[src/design/mrnw_pkg.sv]
`default_nettype none

package mrnw_pkg;

  // data and address widths
  localparam int WIDTH   = 8;
  localparam int BITADDR = 4;

  // address split, row in the low bits and bank above it
  localparam int BITVROW = 2;
  localparam int BITVBNK = 2;
  localparam int NUMVBNK = 4;
  localparam int NUMVROW = 4;

  // physical bank field keeps one spare bank
  localparam int BITPBNK = 3;

  // forward bit, physical bank, row
  localparam int BITPADR = 6;

  typedef logic [WIDTH-1:0]   data_t;
  typedef logic [BITADDR-1:0] addr_t;
  typedef logic [BITVROW-1:0] row_t;
  typedef logic [BITVBNK-1:0] bank_t;
  typedef logic [BITPADR-1:0] padr_t;

endpackage

`default_nettype wire

[src/design/mrnw_storage.sv]
`default_nettype none

module mrnw_storage #(
  parameter int NUM_RD_PORTS = 2
) (
  input  wire                     clk,

  // single write port
  input  wire                     write,
  input  wire mrnw_pkg::addr_t    wr_adr,
  input  wire mrnw_pkg::data_t    din,

  // read ports, combinational
  input  wire mrnw_pkg::addr_t    rd_adr [NUM_RD_PORTS],
  output mrnw_pkg::data_t         raw_dout [NUM_RD_PORTS]
);

  localparam int DEPTH = 1 << mrnw_pkg::BITADDR;

  // sixteen words, contents are don't care until written
  mrnw_pkg::data_t mem [DEPTH];

  always_ff @(posedge clk) begin
    if (write) begin
      mem[wr_adr] <= din;
    end
  end

  // reads see the array before a same-cycle write lands
  for (genvar p = 0; p < NUM_RD_PORTS; p++) begin : g_rd
    assign raw_dout[p] = mem[rd_adr[p]];
  end

  // a write with an unknown address would corrupt an unknown word
  a_wr_adr_known: assert property (
    @(posedge clk) write |-> !$isunknown(wr_adr)
  ) else $error("write with unknown wr_adr");

endmodule

`default_nettype wire

[src/design/mrnw_err_tracker.sv]
`default_nettype none

module mrnw_err_tracker #(
  parameter int NUM_RD_PORTS = 2,
  parameter int ERR_MODE     = 2
) (
  input  wire                     clk,
  input  wire                     rst_n,

  // writes clear the flags of their location
  input  wire                     write,
  input  wire mrnw_pkg::addr_t    wr_adr,

  // error injection
  input  wire                     inj_serr,
  input  wire                     inj_derr,
  input  wire mrnw_pkg::addr_t    inj_adr,

  // read requests
  input  wire [NUM_RD_PORTS-1:0]  read,
  input  wire mrnw_pkg::addr_t    rd_adr [NUM_RD_PORTS],

  // per port error status, combinational
  output logic [NUM_RD_PORTS-1:0] raw_serr,
  output logic [NUM_RD_PORTS-1:0] raw_derr,
  output mrnw_pkg::padr_t         raw_padr [NUM_RD_PORTS]
);

  localparam int CNT_W = $clog2(mrnw_pkg::NUMVBNK + 1);

  mrnw_pkg::bank_t wr_bnk;
  mrnw_pkg::row_t  wr_row;
  mrnw_pkg::bank_t inj_bnk;
  mrnw_pkg::row_t  inj_row;

  // single and double error flags per bank and row
  logic serr_flag [mrnw_pkg::NUMVBNK][mrnw_pkg::NUMVROW];
  logic derr_flag [mrnw_pkg::NUMVBNK][mrnw_pkg::NUMVROW];

  assign wr_bnk  = wr_adr[mrnw_pkg::BITADDR-1 -: mrnw_pkg::BITVBNK];
  assign wr_row  = wr_adr[mrnw_pkg::BITVROW-1:0];
  assign inj_bnk = inj_adr[mrnw_pkg::BITADDR-1 -: mrnw_pkg::BITVBNK];
  assign inj_row = inj_adr[mrnw_pkg::BITVROW-1:0];

  always_ff @(posedge clk) begin
    if (!rst_n) begin
      for (int b = 0; b < mrnw_pkg::NUMVBNK; b++) begin
        for (int r = 0; r < mrnw_pkg::NUMVROW; r++) begin
          serr_flag[b][r] <= 1'b0;
          derr_flag[b][r] <= 1'b0;
        end
      end
    end else begin
      if (inj_serr) begin
        serr_flag[inj_bnk][inj_row] <= 1'b1;
      end
      if (inj_derr) begin
        derr_flag[inj_bnk][inj_row] <= 1'b1;
      end
      // placed last so a write beats an injection at the same spot
      if (write) begin
        serr_flag[wr_bnk][wr_row] <= 1'b0;
        derr_flag[wr_bnk][wr_row] <= 1'b0;
      end
    end
  end

  for (genvar p = 0; p < NUM_RD_PORTS; p++) begin : g_scan
    mrnw_pkg::bank_t             rd_bnk;
    mrnw_pkg::row_t              rd_row;
    logic [CNT_W-1:0]            s_cnt;
    logic                        d_any;
    logic                        hit;
    logic [mrnw_pkg::BITPBNK-1:0] hit_bnk;

    assign rd_bnk = rd_adr[p][mrnw_pkg::BITADDR-1 -: mrnw_pkg::BITVBNK];
    assign rd_row = rd_adr[p][mrnw_pkg::BITVROW-1:0];

    // walk banks downward so the lowest flagged bank is kept
    always_comb begin
      s_cnt   = '0;
      d_any   = 1'b0;
      hit     = 1'b0;
      hit_bnk = '0;
      for (int b = mrnw_pkg::NUMVBNK - 1; b >= 0; b--) begin
        if (serr_flag[b][rd_row]) begin
          s_cnt = s_cnt + 1'b1;
        end
        if (derr_flag[b][rd_row]) begin
          d_any = 1'b1;
        end
        if (serr_flag[b][rd_row] || derr_flag[b][rd_row]) begin
          hit     = 1'b1;
          hit_bnk = b[mrnw_pkg::BITPBNK-1:0];
        end
      end
    end

    // parity counts flagged banks, ecc uses the double flags
    assign raw_serr[p] = read[p] && ((ERR_MODE == 1) ? (s_cnt == 1) : (s_cnt != 0));
    assign raw_derr[p] = read[p] && ((ERR_MODE == 1) ? (s_cnt > 1) : d_any);

    // forward bit is always zero
    assign raw_padr[p] = !read[p] ? '0 :
                         hit      ? {1'b0, hit_bnk, rd_row} :
                                    {1'b0, 1'b0, rd_bnk, rd_row};
  end

  a_err_mode: assert property (
    @(posedge clk) (ERR_MODE == 1) || (ERR_MODE == 2)
  ) else $error("ERR_MODE must be 1 or 2");

endmodule

`default_nettype wire

[src/design/mrnw_rd_pipe.sv]
`default_nettype none

module mrnw_rd_pipe #(
  parameter int NUM_RD_PORTS = 2,
  parameter int MEM_DELAY    = 2
) (
  input  wire                     clk,
  input  wire                     rst_n,

  // unregistered read results
  input  wire [NUM_RD_PORTS-1:0]  read,
  input  wire mrnw_pkg::data_t    raw_dout [NUM_RD_PORTS],
  input  wire [NUM_RD_PORTS-1:0]  raw_serr,
  input  wire [NUM_RD_PORTS-1:0]  raw_derr,
  input  wire mrnw_pkg::padr_t    raw_padr [NUM_RD_PORTS],

  // results after MEM_DELAY cycles
  output logic [NUM_RD_PORTS-1:0] rd_vld,
  output mrnw_pkg::data_t         rd_dout [NUM_RD_PORTS],
  output logic [NUM_RD_PORTS-1:0] rd_serr,
  output logic [NUM_RD_PORTS-1:0] rd_derr,
  output mrnw_pkg::padr_t         rd_padr [NUM_RD_PORTS],
  output logic                    ready
);

  logic            vld_q  [NUM_RD_PORTS][MEM_DELAY];
  mrnw_pkg::data_t dout_q [NUM_RD_PORTS][MEM_DELAY];
  logic            serr_q [NUM_RD_PORTS][MEM_DELAY];
  logic            derr_q [NUM_RD_PORTS][MEM_DELAY];
  mrnw_pkg::padr_t padr_q [NUM_RD_PORTS][MEM_DELAY];

  // valid chain
  always_ff @(posedge clk) begin
    for (int p = 0; p < NUM_RD_PORTS; p++) begin
      for (int s = 0; s < MEM_DELAY; s++) begin
        if (!rst_n) begin
          vld_q[p][s] <= 1'b0;
        end else if (s == 0) begin
          vld_q[p][s] <= read[p];
        end else begin
          vld_q[p][s] <= vld_q[p][s-1];
        end
      end
    end
  end

  // payload chain
  always_ff @(posedge clk) begin
    for (int p = 0; p < NUM_RD_PORTS; p++) begin
      dout_q[p][0] <= raw_dout[p];
      serr_q[p][0] <= raw_serr[p];
      derr_q[p][0] <= raw_derr[p];
      padr_q[p][0] <= raw_padr[p];
      for (int s = 1; s < MEM_DELAY; s++) begin
        dout_q[p][s] <= dout_q[p][s-1];
        serr_q[p][s] <= serr_q[p][s-1];
        derr_q[p][s] <= derr_q[p][s-1];
        padr_q[p][s] <= padr_q[p][s-1];
      end
    end
  end

  for (genvar p = 0; p < NUM_RD_PORTS; p++) begin : g_out
    assign rd_vld[p]  = vld_q[p][MEM_DELAY-1];
    assign rd_dout[p] = dout_q[p][MEM_DELAY-1];
    assign rd_serr[p] = serr_q[p][MEM_DELAY-1];
    assign rd_derr[p] = derr_q[p][MEM_DELAY-1];
    assign rd_padr[p] = padr_q[p][MEM_DELAY-1];
  end

  // high from the first edge out of reset
  always_ff @(posedge clk) begin
    if (!rst_n) begin
      ready <= 1'b0;
    end else begin
      ready <= 1'b1;
    end
  end

  a_vld_needs_ready: assert property (
    @(posedge clk) !ready |-> (rd_vld == '0)
  ) else $error("rd_vld high while not ready");

endmodule

`default_nettype wire

[src/design/mrnw_top.sv]
`default_nettype none

module mrnw_top #(
  parameter int NUM_RD_PORTS = 2,
  parameter int MEM_DELAY    = 2,
  // 1 parity, 2 ecc
  parameter int ERR_MODE     = 2
) (
  input  wire                     clk,
  input  wire                     rst_n,

  input  wire                     write,
  input  wire mrnw_pkg::addr_t    wr_adr,
  input  wire mrnw_pkg::data_t    din,

  input  wire                     inj_serr,
  input  wire                     inj_derr,
  input  wire mrnw_pkg::addr_t    inj_adr,

  input  wire [NUM_RD_PORTS-1:0]  read,
  input  wire mrnw_pkg::addr_t    rd_adr [NUM_RD_PORTS],
  output logic [NUM_RD_PORTS-1:0] rd_vld,
  output mrnw_pkg::data_t         rd_dout [NUM_RD_PORTS],
  output logic [NUM_RD_PORTS-1:0] rd_serr,
  output logic [NUM_RD_PORTS-1:0] rd_derr,
  output mrnw_pkg::padr_t         rd_padr [NUM_RD_PORTS],

  output logic                    ready
);

  // same-cycle read results, before the delay line
  mrnw_pkg::data_t         raw_dout [NUM_RD_PORTS];
  logic [NUM_RD_PORTS-1:0] raw_serr;
  logic [NUM_RD_PORTS-1:0] raw_derr;
  mrnw_pkg::padr_t         raw_padr [NUM_RD_PORTS];

  mrnw_storage #(
    .NUM_RD_PORTS (NUM_RD_PORTS)
  ) storage_i (
    .clk      (clk),
    .write    (write),
    .wr_adr   (wr_adr),
    .din      (din),
    .rd_adr   (rd_adr),
    .raw_dout (raw_dout)
  );

  mrnw_err_tracker #(
    .NUM_RD_PORTS (NUM_RD_PORTS),
    .ERR_MODE     (ERR_MODE)
  ) err_i (
    .clk      (clk),
    .rst_n    (rst_n),
    .write    (write),
    .wr_adr   (wr_adr),
    .inj_serr (inj_serr),
    .inj_derr (inj_derr),
    .inj_adr  (inj_adr),
    .read     (read),
    .rd_adr   (rd_adr),
    .raw_serr (raw_serr),
    .raw_derr (raw_derr),
    .raw_padr (raw_padr)
  );

  mrnw_rd_pipe #(
    .NUM_RD_PORTS (NUM_RD_PORTS),
    .MEM_DELAY    (MEM_DELAY)
  ) pipe_i (
    .clk      (clk),
    .rst_n    (rst_n),
    .read     (read),
    .raw_dout (raw_dout),
    .raw_serr (raw_serr),
    .raw_derr (raw_derr),
    .raw_padr (raw_padr),
    .rd_vld   (rd_vld),
    .rd_dout  (rd_dout),
    .rd_serr  (rd_serr),
    .rd_derr  (rd_derr),
    .rd_padr  (rd_padr),
    .ready    (ready)
  );

endmodule

`default_nettype wire

[config.mk]
export PLATFORM = sky130hd
export DESIGN_NAME = mrnw_top
export DESIGN_NICKNAME = d
export VERILOG_FILES = /design/src/design/mrnw_pkg.sv /design/src/design/mrnw_storage.sv /design/src/design/mrnw_err_tracker.sv /design/src/design/mrnw_rd_pipe.sv /design/src/design/mrnw_top.sv
export SDC_FILE = /design/constraint.sdc
export NUM_CORES = 1
export LEC_CHECK = 0
export BUFFER_PORTS_ARGS = -buffer_cell sky130_fd_sc_hd__buf_4
export CORE_AREA = 2 2 133 135
export CTS_CLUSTER_DIAMETER = 50
export CTS_CLUSTER_SIZE = 10
export DETAILED_ROUTE_END_ITERATION = 8
export DIE_AREA = 0 0 135 137
export GPL_TIMING_DRIVEN = 0
export MAX_ROUTING_LAYER = met4
export PLACE_DENSITY = 0.74
export SETUP_SLACK_MARGIN = 0.5
export SYNTH_ARGS = -nofsm -noshare
export SYNTH_HDL_FRONTEND = slang
export SYNTH_SLANG_ARGS = --single-unit
export TNS_END_PERCENT = 10
[constraint.sdc]
create_clock -name clk -period 4.7 [get_ports clk]
set_input_delay 1.41 -clock clk [delete_from_list [all_inputs] [get_ports clk]]
set_output_delay 1.41 -clock clk [all_outputs]
set_load 0.02 [all_outputs]
-- Yosys cells after proc, flatten, opt, wreduce, memory -nomap -nowiden
Memory sizes are Yosys's and may differ from the RTL's.
Index checks and enable logic that the tools add are counted.
- register bits after elaboration: 1
- memory bits (read-only): 0
- memories kept: 8
- word-level logic and storage cells: 165
- RAM bits: 228
- bits in latches: 0
- memories (name ; depth ; width ; rd ports ; clocked after memory_dff ; write ports ; RTL line ; source):
    storage_i.mem ; 16 ; 8 ; 2 ; 0 ; 1 ; mrnw_storage.sv:21 ; mrnw_pkg::data_t mem [DEPTH];
    pipe_i.dout_q ; 2 ; 16 ; 2 ; 0 ; 2 ; mrnw_rd_pipe.sv:27 ; mrnw_pkg::data_t dout_q [NUM_RD_PORTS][MEM_DELAY];
    pipe_i.padr_q ; 2 ; 12 ; 2 ; 0 ; 2 ; mrnw_rd_pipe.sv:30 ; mrnw_pkg::padr_t padr_q [NUM_RD_PORTS][MEM_DELAY];
    err_i.derr_flag ; 4 ; 4 ; 4 ; 0 ; 4 ; mrnw_err_tracker.sv:38 ; logic derr_flag [mrnw_pkg::NUMVBNK][mrnw_pkg::NUMVROW];
    err_i.serr_flag ; 4 ; 4 ; 4 ; 0 ; 4 ; mrnw_err_tracker.sv:37 ; logic serr_flag [mrnw_pkg::NUMVBNK][mrnw_pkg::NUMVROW];
    pipe_i.derr_q ; 2 ; 2 ; 2 ; 0 ; 2 ; mrnw_rd_pipe.sv:29 ; logic derr_q [NUM_RD_PORTS][MEM_DELAY];
    +2 memories ; n/a ; n/a ; n/a ; n/a ; n/a ; n/a ;
- magnitude comparators: 6
- add/subtract/negate cells: 6
- shift operators: 0
- muxes and demuxes: 116
- bitwise gates (word level): 8
- div/mod/pow operators: 0
- reductions and logical operators: 20
- multiply operators: 0
- eq/ne operators: 0
- operators by type and width (kind ; count):
    1-bit two-way mux ; 65
    4-bit two-way mux ; 13
    1-bit binary-select mux with 2-bit select ; 16
    2-bit two-way mux ; 12
    3-bit two-way mux ; 6
    4-bit OR reduction ; 4
    3-bit by 1-bit adder with 3-bit output (second input constant) ; 4
    3-bit greater-or-equal comparator (second input constant) ; 4
    6-bit two-way mux ; 2
    2-bit inverter with 3-bit output ; 4
    1-bit logical OR ; 8
    1-bit logical AND ; 6
    3-bit by 1-bit less-than comparator with 1-bit output (second input constant) ; 2
    3-bit nonzero test ; 2
    1-bit by 1-bit adder with 2-bit output (second input constant) ; 2
    1-bit demux with 2-bit select ; 2
    1-bit OR ; 4

-- Depth between registers and ports, before layout
Gate-level depths: netlist of the first run.
- depth after elaboration: 13
- depth in mapped cells: 10
- gate-level depth less buffers: 8

-- By module
A second synthesis of the first run with hierarchy kept.
- cell total of the unflattened synthesis: 624
- area total of the unflattened synthesis: 9734.3 um2
- modules (own cells, without submodules) (module ; cells each ; instances ; area each (um2)):
    mrnw_storage ; 291 ; 1 ; 6025.8
    mrnw_err_tracker ; 226 ; 1 ; 2047.0
    mrnw_rd_pipe ; 107 ; 1 ; 1661.6

-- Worst setup path before layout of the first run
No wires, ideal clock.
- path kind: input to register
- from: input rd_adr[0] (netlist bit)
- to: memory pipe_i.serr_q[1][1] (netlist bit)
- setup slack: 0.999 ns
- arrival time: 3.565 ns
- library setup time: 0.136 ns
- cell stages on the path: 10
- data required time: 4.564 ns
- buffers on the path: 2
- path through: buf_6 -> buf_6 -> mux4_2 -> inv_1 -> ha_1 -> xor2_1 -> ha_1 -> a22o_1 -> a2111oi_1 -> a311oi_1
- RTL lines (item ; RTL line ; source):
    start: declaration ; mrnw_top.sv:21 ; input wire mrnw_pkg::addr_t rd_adr [NUM_RD_PORTS],
    end: declaration ; mrnw_rd_pipe.sv:28 ; logic serr_q [NUM_RD_PORTS][MEM_DELAY];

==> results of run 1 <==
==> area by class of cell <==
class | count | share of cell area, %
Clock buffer | 43 | 6.594
Buffer | 67 | 3.984
Sequential cell | 221 | 52.66
Tap cell | 225 | 2.598
Multi-Input combinational cell | 280 | 29.57
Clock inverter | 3 | 0.4734
Inverter | 9 | 0.3118
Timing Repair Buffer | 55 | 3.811
==> sequential cells by signal, indices dropped and copies added, names as in the netlist <==
name / flops
pipe_i.padr_q: 16
pipe_i.ready: 1
pipe_i.derr_q: 4
pipe_i.vld_q: 4
err_i.derr_flag: 16
pipe_i.serr_q: 4
storage_i.mem: 128
pipe_i.dout_q: 32
err_i.serr_flag: 16
==> metal layers <==
metal | vias to the layer above | global-route usage [%] | wire length (µm)
met1 | 2827 | 33.80 | 8999
met5 | - | - | 0
met4 | 0 | 6.597 | 471
met2 | 325 | 38.44 | 10090
met3 | 39 | 5.519 | 1972
li1 | 2385 | - | -
==> where the power goes <==
group          switching (mW)  internal, mW  total [mW]
combinational           0.208         0.197       0.405
sequential             0.0277          2.13        2.16
clock                   0.721          1.08        1.80
total                   0.956          3.41        4.36
==> worst max path at each step <==
stage	from	depth (start not counted)	to
3_3_place_gp	rd_adr[1]	10	pipe_i.serr_q[1][1]$_DFF_P_
3_5_place_dp	rd_adr[1]	10	pipe_i.serr_q[1][1]$_DFF_P_
2_1_floorplan	rd_adr[0]	10	pipe_i.serr_q[1][1]$_DFF_P_
6_report	rd_adr[1]	10	pipe_i.serr_q[1][1]$_DFF_P_
5_1_grt	rd_adr[1]	10	pipe_i.serr_q[1][1]$_DFF_P_
4_1_cts	rd_adr[1]	10	pipe_i.serr_q[1][1]$_DFF_P_
==> logic make-up (layout without fill, tap and decap cells) <==
family                     Yosys count  in the layout
DFF                                221            221
and+or+nand+nor                    126            126
muxes                               98             98
buffers and inverters               76            177
AOI/OAI and AO/OA                   44             44
adders and majority gates            6              6
xor gates and xnor gates             2              2
other                                1              4
==> layout by cell type, fill, tap and decap left out, types with 2 or more instances in the layout <==
master and count:
a21oi_1 4, a22o_1 2, a22oi_1 32, and2_1 11, and3_1 2, buf_1 6
buf_2 6, buf_4 89, buf_6 6, clkbuf_1 32, clkbuf_16 26, conb_1 4
dfxtp_1 93, edfxtp_1 128, ha_1 6, inv_1 9, mux2i_1 2, mux4_2 96
nand2_1 7, nand2b_1 5, nand3_1 4, nand3b_1 4, nand4_1 2, nor2_1 78
nor2b_1 3, nor3_1 6, nor3_2 2, o31ai_1 2, xor2_1 2
==> through the flow <==
step	setup WS, ns	hold WS [ns]	power [mW]	util, %	instances
after floorplan	0.9990	0.3096	2.449	-	577
after global placement	0.6565	0.3099	2.581	58.98	857
after detailed placement	0.5433	0.3121	2.597	59.01	857
after CTS	1.060	0.3209	4.384	63.50	903
after global routing	0.8457	0.3267	4.481	63.53	903
final	0.9266	0.3199	4.365	63.53	903
==> results by group, run 1 <==
Outcome
  – Status: completed

Yosys
  – Top_reg_cell synth: edfxtp_1
  – Post-Syn Area: 9354 µm²
  – Area fraction of the dominant cell type after synthesis: ~41%
  – Gate Count Post-Synth: 574
  – Synth Area in Compound Gates: under 10%
  – Xor/xnor share of the synthesized area: 0.1873%
  – Adder-cell share of the synthesized area: 0.8026%
  – Most area-hungry cell type in the Yosys netlist: edfxtp_1
  – Netlist cell types: 33
  – Largest family of logic cells by synthesized area: multiplexers
  – EDFF count, synth: 128
  – Count leader, synth: edfxtp_1
  – Yosys reg bits: 221
  – Simple-gate area share of the yosys netlist: 6.100%
  – Yosys warnings: 0
  – Mapped Avg Cell Area: around 16 µm²
  – Top cells by area, synth: edfxtp_1 (41%), mux4_2 (23%), dfxtp_1 (20%)
  – Register area share after synthesis: 61.00%
  – Synth cell count leaders: edfxtp_1 (128), mux4_2 (96), dfxtp_1 (93), nor2_1 (78), buf_4 (34)
  – Mux cell area share after synthesis: 23.33%
  – Asr flop ratio synth: 0%

Cells and area
  – Seq. cell area: 5705 µm²
  – Syn-to-layout area delta: 15.84%
  – Area of the multi-input gates: 3204 µm²
  – Antenna Cells: 0
  – Finished Cell Area: about 11,000 µm²
  – Layout cells sized above 1: 33.92%
  – Final net count: 697
  – Fill cells: 1,211

Route
  – WL per Instance: 23.85 µm
  – Vias/cell: 6.175
  – Drt drc: 0
  – WL final: approximately 22,000 µm
  – Routed vias: approximately 5,600
  – DR pass1 iterations: 5
  – Post-route ant nets: 0
  – Detailed Route Iter0 Violations: 671

Timing
  – Slew HR: 18.83%
  – Fmax: between 200 and 300 MHz
  – RSZ-0062 raised after global routing: no
  – Final hold violations: 0
  – Slew @ Worst Pin: 1.208 ns
  – Number of setup violations in the final report: 0
  – Final Cycle Share: 80.29%
  – Worst Skew: between 0.01 and 0.015 ns
  – Max-slew violations: 0
  – Minimum clock period: 3.773 ns
  – Sum Neg Setup Slack: 0 ns

Min path
  – Hold crit path type: flip-flop to flip-flop
  – Worst Min Path Start: pipe_i.dout_q[1][8]$_DFF_P_
  – Hold EP: pipe_i.dout_q[1][0]$_DFF_P_
  – Min-Delay Path Depth: 0

Pwr
  – Leakage: between 3 and 4 nW
  – Peak VDD IR: 0.0002391 V
  – Power Density: 402.8 nW/µm²

Placed design
  – DPL Wire Length: roughly 15,000 µm
  – GPL Wtd Cong: roughly 0.89
  – Placed inst area: 10,060 µm²
  – PortBufs: 55

GRT
  – Global-route wire length before repair: 32,810 µm
  – Vias in the first global route: 5,518
  – All-Layer GR Usage: 24.79%
  – Largest net degree at the start of global routing: 17
  – Initial antenna violation count: 0
  – GR Overflow Total: 0

Worst setup path
  – Cell Chain, Critical Path: buf_4, buf_1, mux4_2, inv_1, ha_1, xor2_1, ha_1, a22o_1, a2111oi_1, a311oi_1
  – Most Frequent Cell on Critical Path: ha_1
  – Critical path's top delay family: compound AO/OA/AOI/OAI gates
  – Worst Reg-to-Reg Cells: 8
  – Slowest stage delay, CP: approximately 0.5 ns
  – CP max FO: 10
  – Required time worst endpoint: 5.07 ns
  – Arrival time at the worst endpoint: 4.15 ns
  – Crit Path Class: primary input to flip-flop
  – Slowest CP cell: buf_1
  – RR Startpoint: err_i.serr_flag[3][1]$_SDFF_PP0_
  – Worst Path Buf+Inv: 3
  – Setup crit start kind: primary input
  – Reg2Reg Setup Slack: 2.06 ns
  – Worst R2R End: pipe_i.serr_q[1][1]$_DFF_P_
  – Endpoint class of the critical path: flip-flop

Die
  – Row cnt: 48
  – IO Count: 66
  – Initial Util: 54.84%
  – Die Y: approximately 140 µm
  – Core area: 17,060 µm²
  – Die Span X: ~140 µm
  – DIE AREA: 18,500 µm²

Run
  – Max-cap violations: 0

CTS
  – CTS max path bufs: 3
  – CTS tree: yes
  – Clk sinks: approximately 220
  – CTS Hold Bufs: 0
  – # H-tree levels: 1
  – CTS resizes: 0
  – Setup bufs post-CTS: 0
  – Root Driver: clkbuf_16
  – CTS clk-pin slew, worst paths: 0.05 ns
  – CTS buffer count: 26
  – Clock latency on the worst-skew pair: 0.52 ns
(Power assumes the default switching activity.)
==> run 2, diff against run 1 <==
Settings changed: CORE_AREA 2 2 133 135 to 2 2 135 137, DIE_AREA 0 0 135 137 to 0 0 137 139, PLACE_DENSITY 0.74 to 0.75.
Clock period 4.7 ns to 3.3 ns, I/O delays scaled along.
==> results by group, run 2 (synthesized netlist as in run 1, its figures left out) <==
Worst setup path
  – Cell Chain, Critical Path: buf_12, buf_12, mux4_2, inv_2, ha_4, xor2_4, ha_2, a22o_1, a2111oi_2, a311oi_1
  – Reg2Reg Setup Slack: 0.89 ns (-1.17 ns)
  – Slowest CP cell: mux4_2
  – Required time worst endpoint: 3.68 ns (-1.39 ns)
  – Crit Path Class: primary input to flip-flop
  – Endpoint class of the critical path: flip-flop
  – RR Startpoint: err_i.serr_flag[3][1]$_SDFF_PP0_
  – Worst Reg-to-Reg Cells: 8 (unchanged)
  – Setup crit start kind: primary input
  – Most Frequent Cell on Critical Path: buf_12
  – Worst R2R End: pipe_i.serr_q[1][1]$_DFF_P_
  – Slowest stage delay, CP: 0.56 ns (+0.05 ns)
  – Critical path's top delay family: compound AO/OA/AOI/OAI gates
  – Arrival time at the worst endpoint: 3.14 ns (-1.01 ns)
  – Worst Path Buf+Inv: 3 (unchanged)
  – CP max FO: 5 (-5)

Min path
  – Hold EP: pipe_i.dout_q[0][4]$_DFF_P_
  – Hold crit path type: flip-flop to flip-flop
  – Min-Delay Path Depth: 0 (unchanged)
  – Worst Min Path Start: pipe_i.dout_q[0][12]$_DFF_P_

Route
  – WL per Instance: 23.62 µm (-0.95%)
  – DR pass1 iterations: 7 (+2)
  – Vias/cell: 6.133 (-0.68%)
  – WL final: 21,520 µm (about the same)
  – Detailed Route Iter0 Violations: 545 (-19%)
  – Drt drc: 0 (unchanged)
  – Routed vias: 5,587 (+0.20%)
  – Post-route ant nets: 0 (unchanged)

Outcome
  – Status: completed

Die
  – Initial Util: 52.98% (-1.9 points)
  – IO Count: 66 (unchanged)
  – Die Y: 139 µm (+1.5%)
  – Row cnt: 49 (+2.1%)
  – Die Span X: 137 µm (+1.5%)
  – Core area: 17,660 µm² (+3.5%)
  – DIE AREA: 19,040 µm² (+3.0%)

Cells and area
  – Layout cells sized above 1: 35.92% (+2.0 points)
  – Commonest cells after routing, fill and taps aside: edfxtp_1 (128), mux4_2 (96), buf_4 (95)
  – Antenna Cells: 0 (unchanged)
  – Max reg flops: 128 (unchanged)
  – Syn-to-layout area delta: 17.03%
  – Leading cell type in the layout, fill and taps excluded: edfxtp_1
  – Final net count: 703 (+0.86%)
  – Largest regs: storage_i.mem x128, pipe_i.dout_q x32
  – Final Util: 62.00% (-1.5 points)
  – Most flop-heavy register: storage_i.mem
  – Finished Cell Area: 10,950 µm² (+1.0%)

Timing
  – RSZ-0062 raised after global routing: yes
  – Final hold violations: 0 (unchanged)
  – Fmax: roughly 360 MHz
  – Number of setup violations in the final report: 0 (unchanged)
  – Final Cycle Share: 83.51%
  – WHS: 0.3246 ns (+0.004665 ns)
  – Max-slew violations: 0 (unchanged)
  – Slew @ Worst Pin: 1.221 ns (+0.01235 ns)
  – Worst Skew: 0.01114 ns (-0.002741 ns)
  – Slew HR: 18.00% (-0.83 points)
  – Minimum clock period: 2.756 ns

Pwr
  – Leakage: 3.903 nW (+1.1%)
  – Peak VDD IR: 0.0004683 V (+96%)
  – Total power draw: 6.184 mW (+42%)
  – Power Density: 564.9 nW/µm² (+40%)

Run
  – Max-cap violations: 0 (unchanged)

GRT
  – All-Layer GR Usage: 23.83% (-0.96 points)
  – GR Overflow Total: 0 (unchanged)
  – Initial antenna violation count: 0 (unchanged)
  – Vias in the first global route: 5,528 (+0.18%)
  – Largest net degree at the start of global routing: 17 (unchanged)
  – Global-route wire length before repair: 32,720 µm (-0.27%)

CTS
  – CTS buffer count: 26 (unchanged)
  – CTS tree: yes
  – CTS Hold Bufs: 0 (unchanged)
  – Clk sinks: 221 (unchanged)
  – CTS clk-pin slew, worst paths: 0.05 ns (about the same)
  – # H-tree levels: 1 (unchanged)
  – Root Driver: clkbuf_16
  – Clock latency on the worst-skew pair: 0.51 ns (about the same)
  – CTS max path bufs: 3 (unchanged)

Placed design
  – PortBufs: 55 (unchanged)
  – GPL Wtd Cong: 0.9131 (+2.1%)
  – DPL Wire Length: 15,110 µm (-0.46%)
  – Placed inst area: 10,120 µm² (+0.55%)
-- run 2: cell types whose count changed in the layout (fill, tap and decap cells not counted), sizes merged --
cell / before / now
buf: 107 / 111
clkbuf: 58 / 60
clkinv: 2 / 0
bufinv: 1 / 0
inv: 9 / 10
-- run 2: per-layer routing --
| layer | global-route usage [%] | up-vias | wire, µm |
|---|---|---|---|
| met4 | 6.511 | 0 | 461 |
| met2 | 36.32 | 314 | 10410 |
| li1 | - | 2399 | - |
| met5 | - | - | 0 |
| met1 | 33.62 | 2841 | 8666 |
| met3 | 4.057 | 33 | 1984 |
-- run 2: how the worst max path moves through the flow --
stage / start / cells past startpoint / slack [ns] / endpoint
floorplan: rd_adr[0] / 10 / 0.16 / pipe_i.serr_q[1][1]$_DFF_P_
global placement: wr_adr[3] / 4 / -0.18 / storage_i.mem[0][1]$_DFFE_PP_
detailed placement: rd_adr[5] / 10 / -0.24 / pipe_i.serr_q[0][1]$_DFF_P_
CTS: rd_adr[5] / 10 / 0.29 / pipe_i.serr_q[0][1]$_DFF_P_
global route: rd_adr[4] / 10 / 0.49 / pipe_i.serr_q[0][1]$_DFF_P_
finish: rd_adr[0] / 10 / 0.54 / pipe_i.serr_q[1][1]$_DFF_P_
-- run 2: what timing repair did --
action,4_1_cts,5_1_grt
buffers inserted,0,6
endpoints found under the setup margin,2,2
resized for setup,1,7
pin swaps,0,5
hold endpoints to repair,0,0
-- run 2: layout make-up --
class | count | area (µm²)
fill | 1285 | 6710
timing repair buffer | 61 | 457.9
clock buffer | 43 | 735.7
multi-input combinational | 280 | 3256
sequential | 221 | 5705
tap | 229 | 286.5
buffer | 67 | 462.9
inverter | 9 | 33.78
clock inverter | 1 | 8.758
-- run 2: power breakdown --
part / switching, mW / leakage [nW] / internal, mW / total (mW)
clock: 1.02 / 0.356 / 1.50 / 2.52
combinational: 0.296 / 1.62 / 0.293 / 0.589
sequential: 0.0413 / 1.93 / 3.03 / 3.07
-- run 2: stage by stage --
step	worst slack (ns)	cells	TNS, ns
2_1_floorplan	0.1574	577	0
3_3_place_gp	-0.1796	861	-1.731
3_5_place_dp	-0.2422	861	-0.4784
4_1_cts	0.2905	905	0
5_1_grt	0.4855	911	0
6_report	0.5443	911	0
